### config.mk
export PLATFORM = sky130hd
export DESIGN_NAME = icache_subsystem
export DESIGN_NICKNAME = d
export VERILOG_FILES = /design/src/hw/icache_pkg.sv /design/src/hw/icache_subsystem.sv /design/src/hw/icache_csr.sv /design/src/hw/icache_ctrl.sv /design/src/hw/fetch_unit.sv
export SDC_FILE = /design/constraint.sdc
export NUM_CORES = 1
export LEC_CHECK = 0
export BUFFER_PORTS_ARGS = -buffer_cell sky130_fd_sc_hd__buf_2
export CAP_MARGIN = 15
export CORE_UTILIZATION = 50
export DETAILED_ROUTE_END_ITERATION = 6
export GPL_TIMING_DRIVEN = 1
export PLACE_DENSITY = 0.71
export SLEW_MARGIN = 30
export SYNTH_ARGS = -nofsm -noshare
export SYNTH_HDL_FRONTEND = slang
export SYNTH_SLANG_ARGS = --single-unit
### constraint.sdc
create_clock -name clk -period 4.35 [get_ports clk]
set_input_delay 0.87 -clock clk [delete_from_list [all_inputs] [get_ports clk]]
set_output_delay 0.87 -clock clk [all_outputs]
set_load 0.02 [all_outputs]
### src/hw/icache_pkg.sv
package icache_pkg;

    // byte address into the instruction space
    typedef logic [15:0] addr_t;

    // instruction or memory data word
    typedef logic [31:0] word_t;

    // saturating performance counter
    typedef logic [15:0] count_t;

    // register index on the control bus
    typedef logic [1:0] csr_addr_t;

    // register map
    localparam csr_addr_t CSR_CTRL   = 2'd0;
    localparam csr_addr_t CSR_HITS   = 2'd1;
    localparam csr_addr_t CSR_MISSES = 2'd2;

    // bit positions inside CSR_CTRL
    localparam int CTRL_ENABLE_BIT = 0;
    localparam int CTRL_INVAL_BIT  = 1;

    // cache controller states
    typedef enum logic [1:0] {
        IDLE,
        LOOKUP,
        REFILL,
        RESPOND
    } ctrl_state_t;

endpackage
### src/hw/icache_subsystem.sv
`timescale 1ns/10ps

module icache_subsystem
    import icache_pkg::*;
#(
    parameter int    INDEX_W  = 4,
    parameter addr_t RESET_PC = '0
)
(
    input  logic      clk,
    input  logic      rst,
    input  logic      fetch_en,
    input  logic      redirect,
    input  addr_t     redirect_pc,
    output logic      instr_valid,
    output word_t     instr,
    output addr_t     instr_pc,
    output logic      fetch_busy,
    output logic      mem_req_valid,
    output addr_t     mem_req_addr,
    input  logic      mem_req_ready,
    input  word_t     mem_req_data,
    input  logic      csr_wr,
    input  csr_addr_t csr_addr,
    input  word_t     csr_wdata,
    output word_t     csr_rdata
);

    logic  cpu_req_valid;
    addr_t cpu_req_addr;
    logic  cpu_req_ready;
    word_t cpu_req_data;
    logic  cache_enable;
    logic  cache_invalidate;
    logic  hit_pulse;
    logic  miss_pulse;

    fetch_unit #(
        .RESET_PC (RESET_PC)
    ) i_fetch (
        .clk           (clk),
        .rst           (rst),
        .fetch_en      (fetch_en),
        .redirect      (redirect),
        .redirect_pc   (redirect_pc),
        .cpu_req_valid (cpu_req_valid),
        .cpu_req_addr  (cpu_req_addr),
        .cpu_req_ready (cpu_req_ready),
        .cpu_req_data  (cpu_req_data),
        .instr_valid   (instr_valid),
        .instr         (instr),
        .instr_pc      (instr_pc),
        .fetch_busy    (fetch_busy)
    );

    icache_ctrl #(
        .INDEX_W (INDEX_W)
    ) i_ctrl (
        .clk              (clk),
        .rst              (rst),
        .cache_enable     (cache_enable),
        .cache_invalidate (cache_invalidate),
        .cpu_req_valid    (cpu_req_valid),
        .cpu_req_addr     (cpu_req_addr),
        .cpu_req_ready    (cpu_req_ready),
        .cpu_req_data     (cpu_req_data),
        .mem_req_valid    (mem_req_valid),
        .mem_req_addr     (mem_req_addr),
        .mem_req_ready    (mem_req_ready),
        .mem_req_data     (mem_req_data),
        .hit_pulse        (hit_pulse),
        .miss_pulse       (miss_pulse)
    );

    icache_csr i_csr (
        .clk              (clk),
        .rst              (rst),
        .csr_wr           (csr_wr),
        .csr_addr         (csr_addr),
        .csr_wdata        (csr_wdata),
        .csr_rdata        (csr_rdata),
        .hit_pulse        (hit_pulse),
        .miss_pulse       (miss_pulse),
        .cache_enable     (cache_enable),
        .cache_invalidate (cache_invalidate)
    );

endmodule

### src/hw/icache_csr.sv
`timescale 1ns/10ps

module icache_csr
    import icache_pkg::*;
(
    input  logic      clk,
    input  logic      rst,
    input  logic      csr_wr,
    input  csr_addr_t csr_addr,
    input  word_t     csr_wdata,
    output word_t     csr_rdata,
    input  logic      hit_pulse,
    input  logic      miss_pulse,
    output logic      cache_enable,
    output logic      cache_invalidate
);

    logic   enable_q;
    logic   inval_q;
    count_t hits_q;
    count_t misses_q;

    // counters stick at all ones
    function automatic count_t sat_inc(input count_t value);
        return (value == '1) ? value : value + count_t'(1);
    endfunction

    always_ff @(posedge clk)
    begin
        if (rst)
        begin
            enable_q <= 1'b1;
            inval_q  <= 1'b0;
            hits_q   <= '0;
            misses_q <= '0;
        end
        else
        begin
            inval_q <= csr_wr && (csr_addr == CSR_CTRL) && csr_wdata[CTRL_INVAL_BIT];
            if (csr_wr && csr_addr == CSR_CTRL)
                enable_q <= csr_wdata[CTRL_ENABLE_BIT];
            if (csr_wr && csr_addr == CSR_HITS)
                hits_q <= '0;
            else if (hit_pulse)
                hits_q <= sat_inc(hits_q);
            if (csr_wr && csr_addr == CSR_MISSES)
                misses_q <= '0;
            else if (miss_pulse)
                misses_q <= sat_inc(misses_q);
        end
    end

    // invalidate bit always reads as zero
    always_comb
    begin
        case (csr_addr)
            CSR_CTRL:   csr_rdata = word_t'(enable_q);
            CSR_HITS:   csr_rdata = word_t'(hits_q);
            CSR_MISSES: csr_rdata = word_t'(misses_q);
            default:    csr_rdata = '0;
        endcase
    end

    assign cache_enable     = enable_q;
    assign cache_invalidate = inval_q;

    a_inval_pulse: assert property (@(posedge clk) disable iff (rst)
        cache_invalidate |=> !cache_invalidate);

endmodule

### src/hw/icache_ctrl.sv
`timescale 1ns/10ps

module icache_ctrl
    import icache_pkg::*;
#(
    parameter int INDEX_W = 4
)
(
    input  logic  clk,
    input  logic  rst,
    input  logic  cache_enable,
    input  logic  cache_invalidate,
    input  logic  cpu_req_valid,
    input  addr_t cpu_req_addr,
    output logic  cpu_req_ready,
    output word_t cpu_req_data,
    output logic  mem_req_valid,
    output addr_t mem_req_addr,
    input  logic  mem_req_ready,
    input  word_t mem_req_data,
    output logic  hit_pulse,
    output logic  miss_pulse
);

    localparam int ADDR_W = $bits(addr_t);
    localparam int LINES  = 1 << INDEX_W;
    localparam int TAG_W  = ADDR_W - INDEX_W - 2;

    ctrl_state_t state_q;
    ctrl_state_t state_d;

    logic [LINES-1:0] valid_q;
    logic [TAG_W-1:0] tag_arr [LINES];
    word_t            data_arr [LINES];

    logic [INDEX_W-1:0] req_index;
    logic [TAG_W-1:0]   req_tag;
    logic               hit;
    logic               mem_done;
    logic               first_q;
    logic               inval_pending_q;
    addr_t              mem_addr_q;
    word_t              bypass_q;

    assign req_index = cpu_req_addr[INDEX_W+1:2];
    assign req_tag   = cpu_req_addr[ADDR_W-1:INDEX_W+2];
    assign hit       = cache_enable && valid_q[req_index] && (tag_arr[req_index] == req_tag);
    assign mem_done  = (state_q == REFILL) && mem_req_ready;

    always_comb
    begin
        state_d = state_q;
        case (state_q)
            IDLE:
            begin
                if (cpu_req_valid)
                    state_d = LOOKUP;
            end
            LOOKUP:
                state_d = hit ? IDLE : REFILL;
            REFILL:
            begin
                // uncached refill goes back through RESPOND
                if (mem_req_ready)
                    state_d = cache_enable ? LOOKUP : RESPOND;
            end
            RESPOND:
                state_d = IDLE;
            default:
                state_d = IDLE;
        endcase
    end

    always_ff @(posedge clk)
    begin
        if (rst)
        begin
            state_q         <= IDLE;
            first_q         <= 1'b0;
            inval_pending_q <= 1'b0;
        end
        else
        begin
            state_q <= state_d;
            // only the first lookup of a request is counted
            if (state_q == IDLE)
                first_q <= 1'b1;
            else if (state_q == LOOKUP)
                first_q <= 1'b0;
            if (cache_invalidate)
                inval_pending_q <= 1'b1;
            else if (state_q == IDLE)
                inval_pending_q <= 1'b0;
        end
    end

    always_ff @(posedge clk)
    begin
        if (rst)
            valid_q <= '0;
        else if (state_q == IDLE && inval_pending_q)
            valid_q <= '0;
        else if (mem_done && cache_enable)
            valid_q[req_index] <= 1'b1;
    end

    always_ff @(posedge clk)
    begin
        if (mem_done)
        begin
            if (cache_enable)
            begin
                tag_arr[req_index]  <= req_tag;
                data_arr[req_index] <= mem_req_data;
            end
            bypass_q <= mem_req_data;
        end
        if (state_q == LOOKUP && !hit)
            mem_addr_q <= {cpu_req_addr[ADDR_W-1:2], 2'b00};
    end

    assign cpu_req_ready = (state_q == LOOKUP && hit) || (state_q == RESPOND);
    assign cpu_req_data  = (state_q == RESPOND) ? bypass_q : data_arr[req_index];
    assign mem_req_valid = (state_q == REFILL);
    assign mem_req_addr  = mem_addr_q;
    assign hit_pulse     = (state_q == LOOKUP) && first_q && hit;
    assign miss_pulse    = (state_q == LOOKUP) && first_q && !hit;

    a_mem_addr_stable: assert property (@(posedge clk) disable iff (rst)
        mem_req_valid && !mem_req_ready |=> mem_req_valid && $stable(mem_req_addr));

    // each request is classified exactly once, in its first lookup
    a_pulse_exclusive: assert property (@(posedge clk) disable iff (rst)
        cpu_req_valid && state_q == IDLE |=> hit_pulse != miss_pulse);

    a_ready_state: assert property (@(posedge clk) disable iff (rst)
        cpu_req_ready |-> cpu_req_valid && (state_q == LOOKUP || state_q == RESPOND));

endmodule

### src/hw/fetch_unit.sv
`timescale 1ns/10ps

module fetch_unit
    import icache_pkg::*;
#(
    parameter addr_t RESET_PC = '0
)
(
    input  logic  clk,
    input  logic  rst,
    input  logic  fetch_en,
    input  logic  redirect,
    input  addr_t redirect_pc,
    output logic  cpu_req_valid,
    output addr_t cpu_req_addr,
    input  logic  cpu_req_ready,
    input  word_t cpu_req_data,
    output logic  instr_valid,
    output word_t instr,
    output addr_t instr_pc,
    output logic  fetch_busy
);

    addr_t pc_q;
    logic  req_q;
    logic  drop_q;
    addr_t redir_pc_q;
    logic  instr_valid_q;

    always_ff @(posedge clk)
    begin
        if (rst)
        begin
            pc_q          <= RESET_PC;
            req_q         <= 1'b0;
            drop_q        <= 1'b0;
            instr_valid_q <= 1'b0;
        end
        else
        begin
            instr_valid_q <= 1'b0;
            if (!req_q)
            begin
                if (redirect)
                    pc_q <= redirect_pc;
                else if (fetch_en)
                    req_q <= 1'b1;
            end
            else if (cpu_req_ready)
            begin
                req_q  <= 1'b0;
                drop_q <= 1'b0;
                // a redirect seen during the request discards its response
                if (redirect)
                    pc_q <= redirect_pc;
                else if (drop_q)
                    pc_q <= redir_pc_q;
                else
                begin
                    pc_q          <= pc_q + addr_t'(4);
                    instr_valid_q <= 1'b1;
                end
            end
            else if (redirect)
                drop_q <= 1'b1;
        end
    end

    always_ff @(posedge clk)
    begin
        if (req_q && redirect)
            redir_pc_q <= redirect_pc;
        if (req_q && cpu_req_ready)
        begin
            instr    <= cpu_req_data;
            instr_pc <= pc_q;
        end
    end

    assign cpu_req_valid = req_q;
    assign cpu_req_addr  = pc_q;
    assign instr_valid   = instr_valid_q;
    assign fetch_busy    = req_q || drop_q;

    a_req_addr_stable: assert property (@(posedge clk) disable iff (rst)
        cpu_req_valid && !cpu_req_ready |=> cpu_req_valid && $stable(cpu_req_addr));

endmodule

==> metrics.md, run 1 <==
| Metric | Value |
|---|---|
| Fraction of power consumed by combinational cells | 6.5% |
| CTS H-Tree Depth | 3 |
| Hold Worst Slack | 0.429 ns |
| Worst slew slack as a fraction of its limit | 34.9% |
| Distinct cell type count of the synthesized netlist | 57 |
| Avg Synthesized Cell Area | 19.9 sq um |
| Ys flop type | edfxtp_1 |
| Final setup slack of the worst path | 0.631 ns |
| Worst Setup Path Type | flip-flop to flip-flop |
| Final global-route overflow total | 0 |
| RSZ-0062 raised after global routing | false |
| Source-to-sink clock delay at the later pin of the worst-skew pair | 0.63 ns |
| Fin. Hold Viols | 0 |
| # nets final | 1973 |
| Clock tree from TritonCTS | done |
| Failing checks | design-rule violations |
| Core Box Area | 66100 sq um |
| Final Max Slew Viols | 0 |
| Total wire length | 73500 um |
| Area of the die | 68100 sq um |
| Final Wtd Congestion | 0.801 |
| Area of the multi-input gates | 8150 sq um |
| Placement Setup Slack | 0.651 ns |
| Share of the synthesized area in the top cell type | 70.0% |
| Sequential cell area | 25000 sq um |
| Shortest clock period the worst path allows after layout | 3.72 ns |
| Final setup violation count | 0 |
| Number of standard-cell rows in the floorplan | 94 |
| Internal portion of total power | 14.0 mW |
| Post-synthesis share of cell area spent on full adders, half adders and majority gates | 0.224% |
| Final Cycle Share | 85.5% |
| Share of the synthesized area in compound gates (AO/OA/AOI/OAI) | 3.02% |
| DRC errors left | 16 |
| Worst hold path startpoint | redirect_pc[2] |
| Share of power burned in the clock network | 41.6% |
| Sequential fraction of the synthesis area | 74.6% |
| Maximum Capacitance Violations | 0 |
| Quantity of I/O buffers inserted on ports | 138 |
| Kind of capture point of the worst setup path | flip-flop |
| Peak supply drop | 0.000390 V |
| List of most frequent post-synthesis cells | edfxtp_1 (782), mux4_2 (196), dfxtp_1 (77) |
| Layout fillers | 4809 |
| Number of clock buffers inserted by TritonCTS | 87 |
| PnR Total Power | 17.8 mW |
| Multiplexer fraction of the synthesized cell area | 16.0% |
| Proportion of power drawn by flip-flops and latches | 51.9% |
| Synth Instances | 1688 |
| Initial core utilization | 50.7% |
| Number of gates given a new drive strength after cts | 0 |
| Maximum number of pins on one net before global-route repair | 48 |
| Die height | 261 um |
| Most instantiated library cell after synthesis | edfxtp_1 |
| Number of antenna violations at the first check in global routing | 2 |
| Largest family of logic cells by synthesized area | multiplexers |
| Power density relative to cell area | 462 nW/um^2 |
| Count of flip-flops with a built-in enable after synthesis | 782 |
| Number of iterations in the first detailed-routing pass | 7 |
| Actual slew at the worst max-slew pin | 0.976 ns |
| Number of top-level pins | 187 |
| Clock root buffer | clkbuf_16 |
| Post-synthesis cell area | 33500 sq um |
| First-pass GRT wire length | 110000 um |
| Setup_tns | 0 ns |
| Number of warnings issued by yosys | 0 |
| Post-CTS Hold Buffers | 0 |
| Synth area leader | edfxtp_1 |
| Xor-xnor portion of the synthesized cell area | 0.549% |
| Wirelength per Cell | 26.1 um |
| Remaining antenna violation count after routing | 0 |
| GR Util All Layers | 21.9% |
| X dimension of the die | 261 um |
| Clock Skews | 0.0247 ns |
| Fraction of final layout cells with drive strength greater than 1 | 30.1% |
| Worst path arrival time | 4.25 ns |
| Overall via count from detail_route | 16900 |
| Critical path fanouts, max | 47 |
| CP Data Required Time | 4.88 ns |
| Number of global-route vias before repair | 17200 |
| Leakage Power | 12.2 nW |
| Async set-reset flop share out of synthesis | 0% |
| Post-CTS setup repair buffer count | 0 |
| Layout area overhead | 14.6% |
| Critical Path Start Type | flip-flop |
| Net switching fraction of the power | 21.4% |
| Clock transition at the register clock pins on the worst setup and hold paths after CTS | 0.06 ns |
| Net switching power | 3.81 mW |
| Post-DR vias/cell | 6.01 |
| # clock sinks | 859 |
| Number of design-rule violations left by the first detailed-router iteration | 1858 |
| Top area cells in the synthesized netlist | edfxtp_1 (70%), mux4_2 (13%), dfxtp_1 (4.6%), mux2_2 (1.3%), mux2i_1 (1.0%) |
| Kind of path behind the tightest hold check | primary input to flip-flop |
| Highest clock frequency the design can meet | 269 MHz |
| CTS Buffer Depth | 3 |
| Status | complete, but fails checks |
| Total half-perimeter wirelength after legalization and detailed placement | 39800 um |
| Flop and latch count out of synthesis | 859 |
| Post-Synth Simple-Gate Area | 3.83% |
[worst max-delay path, cell delays in order (launching register included)]
cell and delay [ns]:
dfxtp_4 0.45, buf_12 0.34, mux4_2 0.55, mux2i_1 0.17, xor2_1 0.19, a32oi_1 0.21, or4_4 0.59, nor2_1 0.29
o211a_4 0.23, buf_12 0.26, nor4b_1 0.26
[per-layer routing]
layer / up-vias / wire length, um / track usage (%)
met2: 581 / 38000 / 37.2
met3: 124 / 4230 / 3.31
met4: 4 / 1490 / 6.09
li1: 7299 / - / -
met5: - / 26 / 0
met1: 8910 / 29800 / 29.7
[power by group through the flow]
stage                     combinational [mW]  sequential, mW  clock, mW
after floorplan                        0.841            9.34          0
after global placement                  1.13            9.39          0
after detailed placement                1.15            9.40          0
after CTS                               1.16            9.22       7.49
after global routing                    1.23            9.23       7.81
final                                   1.15            9.22       7.39
[cells by family after synthesis]
| logic type | after synthesis |
|---|---|
| compound gates | 155 |
| xor+xnor | 21 |
| fa+ha+maj | 6 |
| buf+inv | 119 |
| flops | 859 |
| mux | 276 |
| other cells | 1 |
| simple gates | 251 |
[cells in the final DEF, fill, tap and decap left out, types with 11 or more instances in the layout]
cell type,n
a21oi_1,55
mux4_2,196
nand2b_1,14
buf_2,138
nor2_1,52
buf_12,14
nand2_1,56
mux2_2,40
edfxtp_1,782
a22o_1,15
mux2i_1,34
o31ai_1,25
xor2_1,16
o21ai_0,18
a211oi_1,13
buf_4,43
or4_1,22
clkinv_1,21
clkbuf_1,18
nand3_1,16
nor2_4,11
conb_1,18
dfxtp_1,72
nor3_1,11
clkbuf_16,88
[cell type report]
class                      instances  area share (%)
antenna                            1         0.00651
clock buffer                     112            6.12
clock inverter                    48            1.25
inverter                           9          0.0879
multi-input combinational        727            21.2
sequential                       859            65.2
tap                              864            2.81
timing repair buffer             195            3.37
[metrics by stage]
stage          instances  utilization (%)  cell area, sq um
2_1_floorplan       1705                -             33600
3_3_place_gp        2654             53.8             35600
3_5_place_dp        2654             53.8             35600
4_1_cts             2814             58.1             38400
5_1_grt             2814             58.1             38400
6_report            2815             58.1             38400
[sequential cells by signal, summed over array words and instances, names as in the netlist, 2 cells and up, named ones only]
name / flops
i_csr.hits_q: 16
i_ctrl.valid_q: 16
i_fetch.redir_pc_q: 16
i_fetch.instr_pc: 16
i_fetch.cpu_req_addr: 16
i_ctrl.state_q: 2
i_csr.misses_q: 16
i_fetch.instr: 32
i_ctrl.data_arr: 512
i_ctrl.mem_req_addr: 14
i_ctrl.bypass_q: 32
i_ctrl.tag_arr: 160
[worst paths after layout]
check / to / slack, ns / depth (start not counted)
worst min-delay path: i_fetch.redir_pc_q[2] / 0.43 / 1
worst max register to register: i_fetch.instr_valid / 0.63 / 10
worst min register to register: i_fetch.instr_pc[0] / 0.43 / 0
worst max-delay path: i_fetch.instr_valid / 0.63 / 10
Power figures use the tool's default switching activity.
==> run 2: changes to the inputs <==
Settings changed: CORE_MARGIN from default to 3.
==> metrics.md, run 2 (same netlist as run 1, synthesis figures left out) <==
| Metric | Value |
|---|---|
| Status | finished clean |
| Critical path fanouts, max | 49 (+4.3%) |
| Worst slew slack as a fraction of its limit | 38.5% (+3.5 points) |
| Clock transition at the register clock pins on the worst setup and hold paths after CTS | 0.06 ns (about the same) |
| CTS Buffer Depth | 3 (unchanged) |
| # nets final | 1969 (-0.20%) |
| Kind of path behind the tightest hold check | flip-flop to flip-flop |
| Number of top-level pins | 187 (unchanged) |
| M2 GR Usage | 35.6% (-1.6 points) |
| Post-CTS setup repair buffer count | 0 (unchanged) |
| Clock root buffer | clkbuf_16 |
| Post-DR vias/cell | 6.04 (+0.48%) |
| Regs by FF count | i_ctrl.data_arr: 512 flops, i_ctrl.tag_arr: 160 flops |
| Core Util, Final | 57.9% (-0.26 points) |
| Clock Skews | 0.0306 ns (+0.00592 ns) |
| Kind of capture point of the worst setup path | flip-flop |
| Quantity of I/O buffers inserted on ports | 138 (unchanged) |
| Number of antenna violations at the first check in global routing | 6 (+4) |
| First-pass GRT wire length | 111000 um (+1.2%) |
| Area of the die | 70200 sq um (+3.1%) |
| Hold Worst Slack | 0.434 ns (+0.00526 ns) |
| Area of the multi-input gates | 8150 sq um (about the same) |
| Number of iterations in the first detailed-routing pass | 6 (-1) |
| Worst path arrival time | 4.12 ns (-0.13 ns) |
| Finished Cell Area | 38300 sq um (-0.45%) |
| DRC errors left | 0 (-16) |
| Remaining antenna violation count after routing | 0 (unchanged) |
| Source-to-sink clock delay at the later pin of the worst-skew pair | 0.64 ns (about the same) |
| Final Max Slew Viols | 0 (unchanged) |
| Met3 track demand over resource | 3.32% (+0.013 points) |
| Peak supply drop | 0.000351 V (-10%) |
| CP Data Required Time | 4.63 ns (-0.25 ns) |
| RSZ-0062 raised after global routing | false |
| Core Box Area | 66100 sq um (unchanged) |
| CTS H-Tree Depth | 3 (unchanged) |
| Met1 routing resource usage after global routing | 28.7% (-1.1 points) |
| Post-CTS Hold Buffers | 0 (unchanged) |
| Final global-route overflow total | 0 (unchanged) |
| Setup_tns | 0 ns (unchanged) |
| Number of gates given a new drive strength after cts | 0 (unchanged) |
| Initial core utilization | 50.7% (unchanged) |
| Total wire length | 73100 um (-0.49%) |
| Layout fillers | 4741 (-1.4%) |
| Number of design-rule violations left by the first detailed-router iteration | 1625 (-13%) |
| Sequential cell area | 25000 sq um (about the same) |
| Fin. Hold Viols | 0 (unchanged) |
| Post-DP Area | 35500 sq um (-0.22%) |
| Number of cells on the worst hold path | 2 (+1) |
| Power density relative to cell area | 458 nW/um^2 (-0.80%) |
| Total half-perimeter wirelength after legalization and detailed placement | 39100 um (-1.9%) |
| Clock tree from TritonCTS | done |
| Final Cycle Share | 88.4% (+2.9 points) |
| Number of flip-flops in the largest register | 512 (unchanged) |
| Most common cell after layout, fill and taps aside | edfxtp_1 |
| Maximum number of pins on one net before global-route repair | 51 (+6.3%) |
| Wirelength per Cell | 26.0 um (-0.39%) |
| Length in cells of the worst reg-to-reg path | 8 (-2) |
| Final Wtd Congestion | 0.810 (+1.2%) |
| Overall via count from detail_route | 17000 (+0.37%) |
| Most flop-heavy register | i_ctrl.data_arr |
| Fraction of final layout cells with drive strength greater than 1 | 30.0% (-0.13 points) |
| Shortest clock period the worst path allows after layout | 3.85 ns (+0.128 ns) |
| Number of clock buffers inserted by TritonCTS | 87 (unchanged) |
| GR Util All Layers | 21.2% (-0.79 points) |
| Number of global-route vias before repair | 17500 (+2.2%) |
| Actual slew at the worst max-slew pin | 0.923 ns (-0.0531 ns) |
| Worst Setup Path Type | flip-flop to flip-flop |
| Critical Path Start Type | flip-flop |
| Number of standard-cell rows in the floorplan | 94 (unchanged) |
| Highest clock frequency the design can meet | 260 MHz (-3.3%) |
| Die height | 265 um (+1.5%) |
| Layout area overhead | 14.1% |
| Leading cell types in the layout, fill and taps excluded | edfxtp_1 (782), mux4_2 (196), buf_2 (138) |
| Final setup violation count | 0 (unchanged) |
| PnR Total Power | 17.5 mW (-1.2%) |
| # clock sinks | 859 (unchanged) |
| Maximum Capacitance Violations | 0 (unchanged) |
| GRT busiest layer | met2 |
| Leakage Power | 12.1 nW (-0.71%) |
| X dimension of the die | 265 um (+1.5%) |
==> run 2: stage by stage <==
stage,worst slack [ns],cells
floorplan,0.384,1705
global placement,0.522,2650
detailed placement,0.451,2650
CTS,0.425,2809
global route,0.231,2810
finish,0.503,2812
==> run 2: critical path: stages, from the launching register on <==
cell	delay, ns
dfxtp_4	0.46
buf_12	0.36
mux4_2	0.55
mux2i_1	0.21
xor2_1	0.19
a32oi_1	0.21
or4b_2	0.76
o21ai_0	0.35
inv_1	0.37
==> run 2: cell type report <==
type | instances | share of cell area (%)
tap | 864 | 2.83
timing repair buffer | 191 | 3.18
inverter | 9 | 0.0883
clock inverter | 53 | 1.22
multi-input combinational | 727 | 21.3
clock buffer | 106 | 5.93
antenna | 3 | 0.0196
sequential | 859 | 65.4
==> run 2: metal layers <==
layer | wire length (um) | vias to the layer above
li1 | - | 7303
met1 | 29100 | 8909
met2 | 37400 | 632
met3 | 4730 | 131
met4 | 1920 | 6
met5 | 42 | -
==> run 2: where the power goes <==
| part | leakage (nW) | switching (mW) | internal [mW] |
|---|---|---|---|
| sequential | 7.66 | 0.104 | 9.10 |
| clock | 1.33 | 3.07 | 4.09 |
| combinational | 3.15 | 0.624 | 0.543 |
| total | 12.1 | 3.80 | 13.7 |
==> run 2: path summary, 6_finish.rpt <==
kind | slack [ns] | end | start
setup reg to reg | 0.50 | i_ctrl.mem_req_addr[5] | flip-flop
hold reg to reg | 0.43 | i_ctrl.inval_pending_q | i_csr.cache_invalidate
setup / recovery | 0.50 | i_ctrl.mem_req_addr[5] | flip-flop
hold / removal | 0.43 | i_ctrl.inval_pending_q | i_csr.cache_invalidate
==> run 3: changes to the inputs <==
==> constraint.sdc (replaced) <==
create_clock -name clk -period 4.35 [get_ports clk]
set_input_delay 0 -clock clk [delete_from_list [all_inputs] [get_ports clk]]
set_output_delay 0 -clock clk [all_outputs]
set_load 0.02 [all_outputs]
==> metrics.md, run 3 (same netlist as run 1, synthesis figures left out) <==
| Metric | Value |
|---|---|
| Layout area overhead | 16.8% |
| Final setup violation count | 0 (unchanged) |
| Quantity of I/O buffers inserted on ports | 138 (unchanged) |
| Count of cell instances traversed by the critical path | 9 (+1) |
| Status | finished clean |
| Fin. Hold Viols | 0 (unchanged) |
| RSZ-0062 raised after global routing | false |
| Number of cells on the worst hold path | 2 (unchanged) |
| Total half-perimeter wirelength after legalization and detailed placement | 39100 um (about the same) |
| GR Util All Layers | 21.2% (+0.088 points) |
| Final global-route overflow total | 0 (unchanged) |
| Number of iterations in the first detailed-routing pass | 5 (-1) |
| Leading cell types in the layout, fill and taps excluded | edfxtp_1 (782), mux4_2 (196), buf_2 (138) |
| Power density relative to cell area | 465 nW/um^2 (+1.4%) |
| Final Max Slew Viols | 0 (unchanged) |
| Clock root buffer | clkbuf_16 |
| Cell class contributing the biggest share of worst-path delay | buffers and inverters |
| Number of global-route vias before repair | 17700 (+0.93%) |
| Most common cell after layout, fill and taps aside | edfxtp_1 |
| Initial core utilization | 50.7% (unchanged) |
| Kind of capture point of the worst setup path | flip-flop |
| Overall via count from detail_route | 17200 (+1.4%) |
| Critical Path, Cell by Cell | buf_4 -> mux4_2 -> mux2i_1 -> xor2_1 -> a32oi_1 -> or4b_2 -> o21ai_0 -> a21oi_1 -> dlygate4sd3_1 |
| Highest clock frequency the design can meet | 257 MHz (-1.2%) |
| Worst Setup Path Type | flip-flop to flip-flop |
| Post-DR vias/cell | 6.00 (-0.72%) |
| Regs by FF count | i_ctrl.data_arr: 512 flops, i_ctrl.tag_arr: 160 flops |
| Number of clock buffers inserted by TritonCTS | 85 (-2.3%) |
| DRC errors left | 0 (unchanged) |
| Critical Path Start Type | flip-flop |
| Area of the die | 70200 sq um (unchanged) |
| Remaining antenna violation count after routing | 0 (unchanged) |
| Actual slew at the worst max-slew pin | 0.980 ns (+0.0572 ns) |
| Critical-path top delay cell | or4b_2 |
| Die height | 265 um (unchanged) |
| Clock tree from TritonCTS | done |
| Antenna fix cells | 0 (-3) |
| Source-to-sink clock delay at the later pin of the worst-skew pair | 0.63 ns (about the same) |
| Number of gates given a new drive strength after cts | 0 (unchanged) |
| Final Cycle Share | 89.5% (+1.1 points) |
| Finished Cell Area | 39200 sq um (+2.4%) |
| Clock transition at the register clock pins on the worst setup and hold paths after CTS | 0.06 ns (about the same) |
| Worst slew slack as a fraction of its limit | 34.7% (-3.8 points) |
| # clock sinks | 859 (unchanged) |
| Number of top-level pins | 187 (unchanged) |
| Number of design-rule violations left by the first detailed-router iteration | 1592 (-2.0%) |
| # nets final | 2033 (+3.3%) |
| Worst path arrival time | 4.40 ns (+0.28 ns) |
| CP Data Required Time | 4.85 ns (+0.22 ns) |
| Most flop-heavy register | i_ctrl.data_arr |
| Wirelength per Cell | 25.7 um (-1.3%) |
| Maximum number of pins on one net before global-route repair | 46 (-9.8%) |
| CTS Buffer Depth | 3 (unchanged) |
| Kind of path behind the tightest hold check | primary input to flip-flop |
| Core Util, Final | 59.3% (+1.4 points) |
| Clock Skews | 0.0189 ns (-0.0117 ns) |
| Number of buffer and inverter stages on the critical path | 2 (unchanged) |
| Number of flip-flops in the largest register | 512 (unchanged) |
| Setup_tns | 0 ns (unchanged) |
| Post-DP Area | 35500 sq um (+0.10%) |
| Shortest clock period the worst path allows after layout | 3.89 ns (+0.0466 ns) |
| Maximum Capacitance Violations | 0 (unchanged) |
| Number of antenna violations at the first check in global routing | 1 (-5) |
| CTS H-Tree Depth | 3 (unchanged) |
| Final Wtd Congestion | 0.822 (+1.4%) |
| Core Box Area | 66100 sq um (unchanged) |
| Fraction of final layout cells with drive strength greater than 1 | 29.9% (-0.079 points) |
| X dimension of the die | 265 um (unchanged) |
| Peak supply drop | 0.000340 V (-3.0%) |
| Leakage Power | 12.5 nW (+3.4%) |
| Total wire length | 73700 um (+0.74%) |
| Delay of the slowest cell on the worst path | 0.75 ns (about the same) |
| Length in cells of the worst reg-to-reg path | 9 (+1) |
| Number of standard-cell rows in the floorplan | 94 (unchanged) |
| First-pass GRT wire length | 111000 um (about the same) |
| Critical path fanouts, max | 24 (-51%) |
==> run 3: power breakdown <==
group	total [mW]	leakage [nW]	switching, mW	internal, mW
clock	7.79	1.46	3.07	4.72
combinational	1.21	3.43	0.630	0.580
sequential	9.20	7.66	0.100	9.10
==> run 3: routing by layer <==
metal / GRT usage, % / vias up / share of wire [%]
li1: - / 7413 / -
met4: 7.26 / 2 / 2.8
met1: 28.4 / 9009 / 40
met3: 3.21 / 155 / 5.9
met5: 0 / - / 0.018
met2: 36.1 / 634 / 51
==> run 3: worst register-to-register path, stage by stage (launching register included) <==
cell and delay [ns]:
dfxtp_4 0.60, buf_4 0.30, mux4_2 0.52, mux2i_1 0.17, xor2_1 0.16, a32oi_1 0.18
or4b_2 0.75, o21ai_0 0.38, a21oi_1 0.11, dlygate4sd3_1 0.60
==> run 3: worst paths after layout <==
check | from | slack (ns) | endpoint
worst max-delay path | flip-flop | 0.46 | i_ctrl.state_q[1]
worst min-delay path | redirect_pc[0] | 0.1 | i_fetch.redir_pc_q[0]
worst max register to register | flip-flop | 0.46 | i_ctrl.state_q[1]
worst min register to register | i_csr.cache_invalidate | 0.43 | i_ctrl.inval_pending_q
==> run 3: what timing repair did <==
item,in CTS,in global routing
hold buffers,61,0
endpoints found under the hold margin,605,0
buffers inserted,0,0
setup endpoints to repair,0,0
==> run 3: cell type report <==
type                            count  area [sq um]
Fill cell                        4685         26900
Sequential cell                   859         25000
Timing Repair Buffer              257          1860
Inverter                            9          33.8
Multi-Input combinational cell    727          8150
Tap cell                          864          1080
Clock buffer                       99          2230
Clock inverter                     56           781
==> run 3: per-stage QoR <==
| stage | hold slack, ns | total power, mW | instances | setup slack, ns |
|---|---|---|---|---|
| floorplan | 0.0793 | 10.2 | 1705 | 0.384 |
| global placement | 0.196 | 10.5 | 2655 | 0.508 |
| detailed placement | 0.196 | 10.5 | 2655 | 0.506 |
| CTS | 0.0727 | 18.4 | 2871 | 0.460 |
| global route | 0.0895 | 18.8 | 2871 | 0.298 |
| finish | 0.0997 | 18.2 | 2871 | 0.457 |
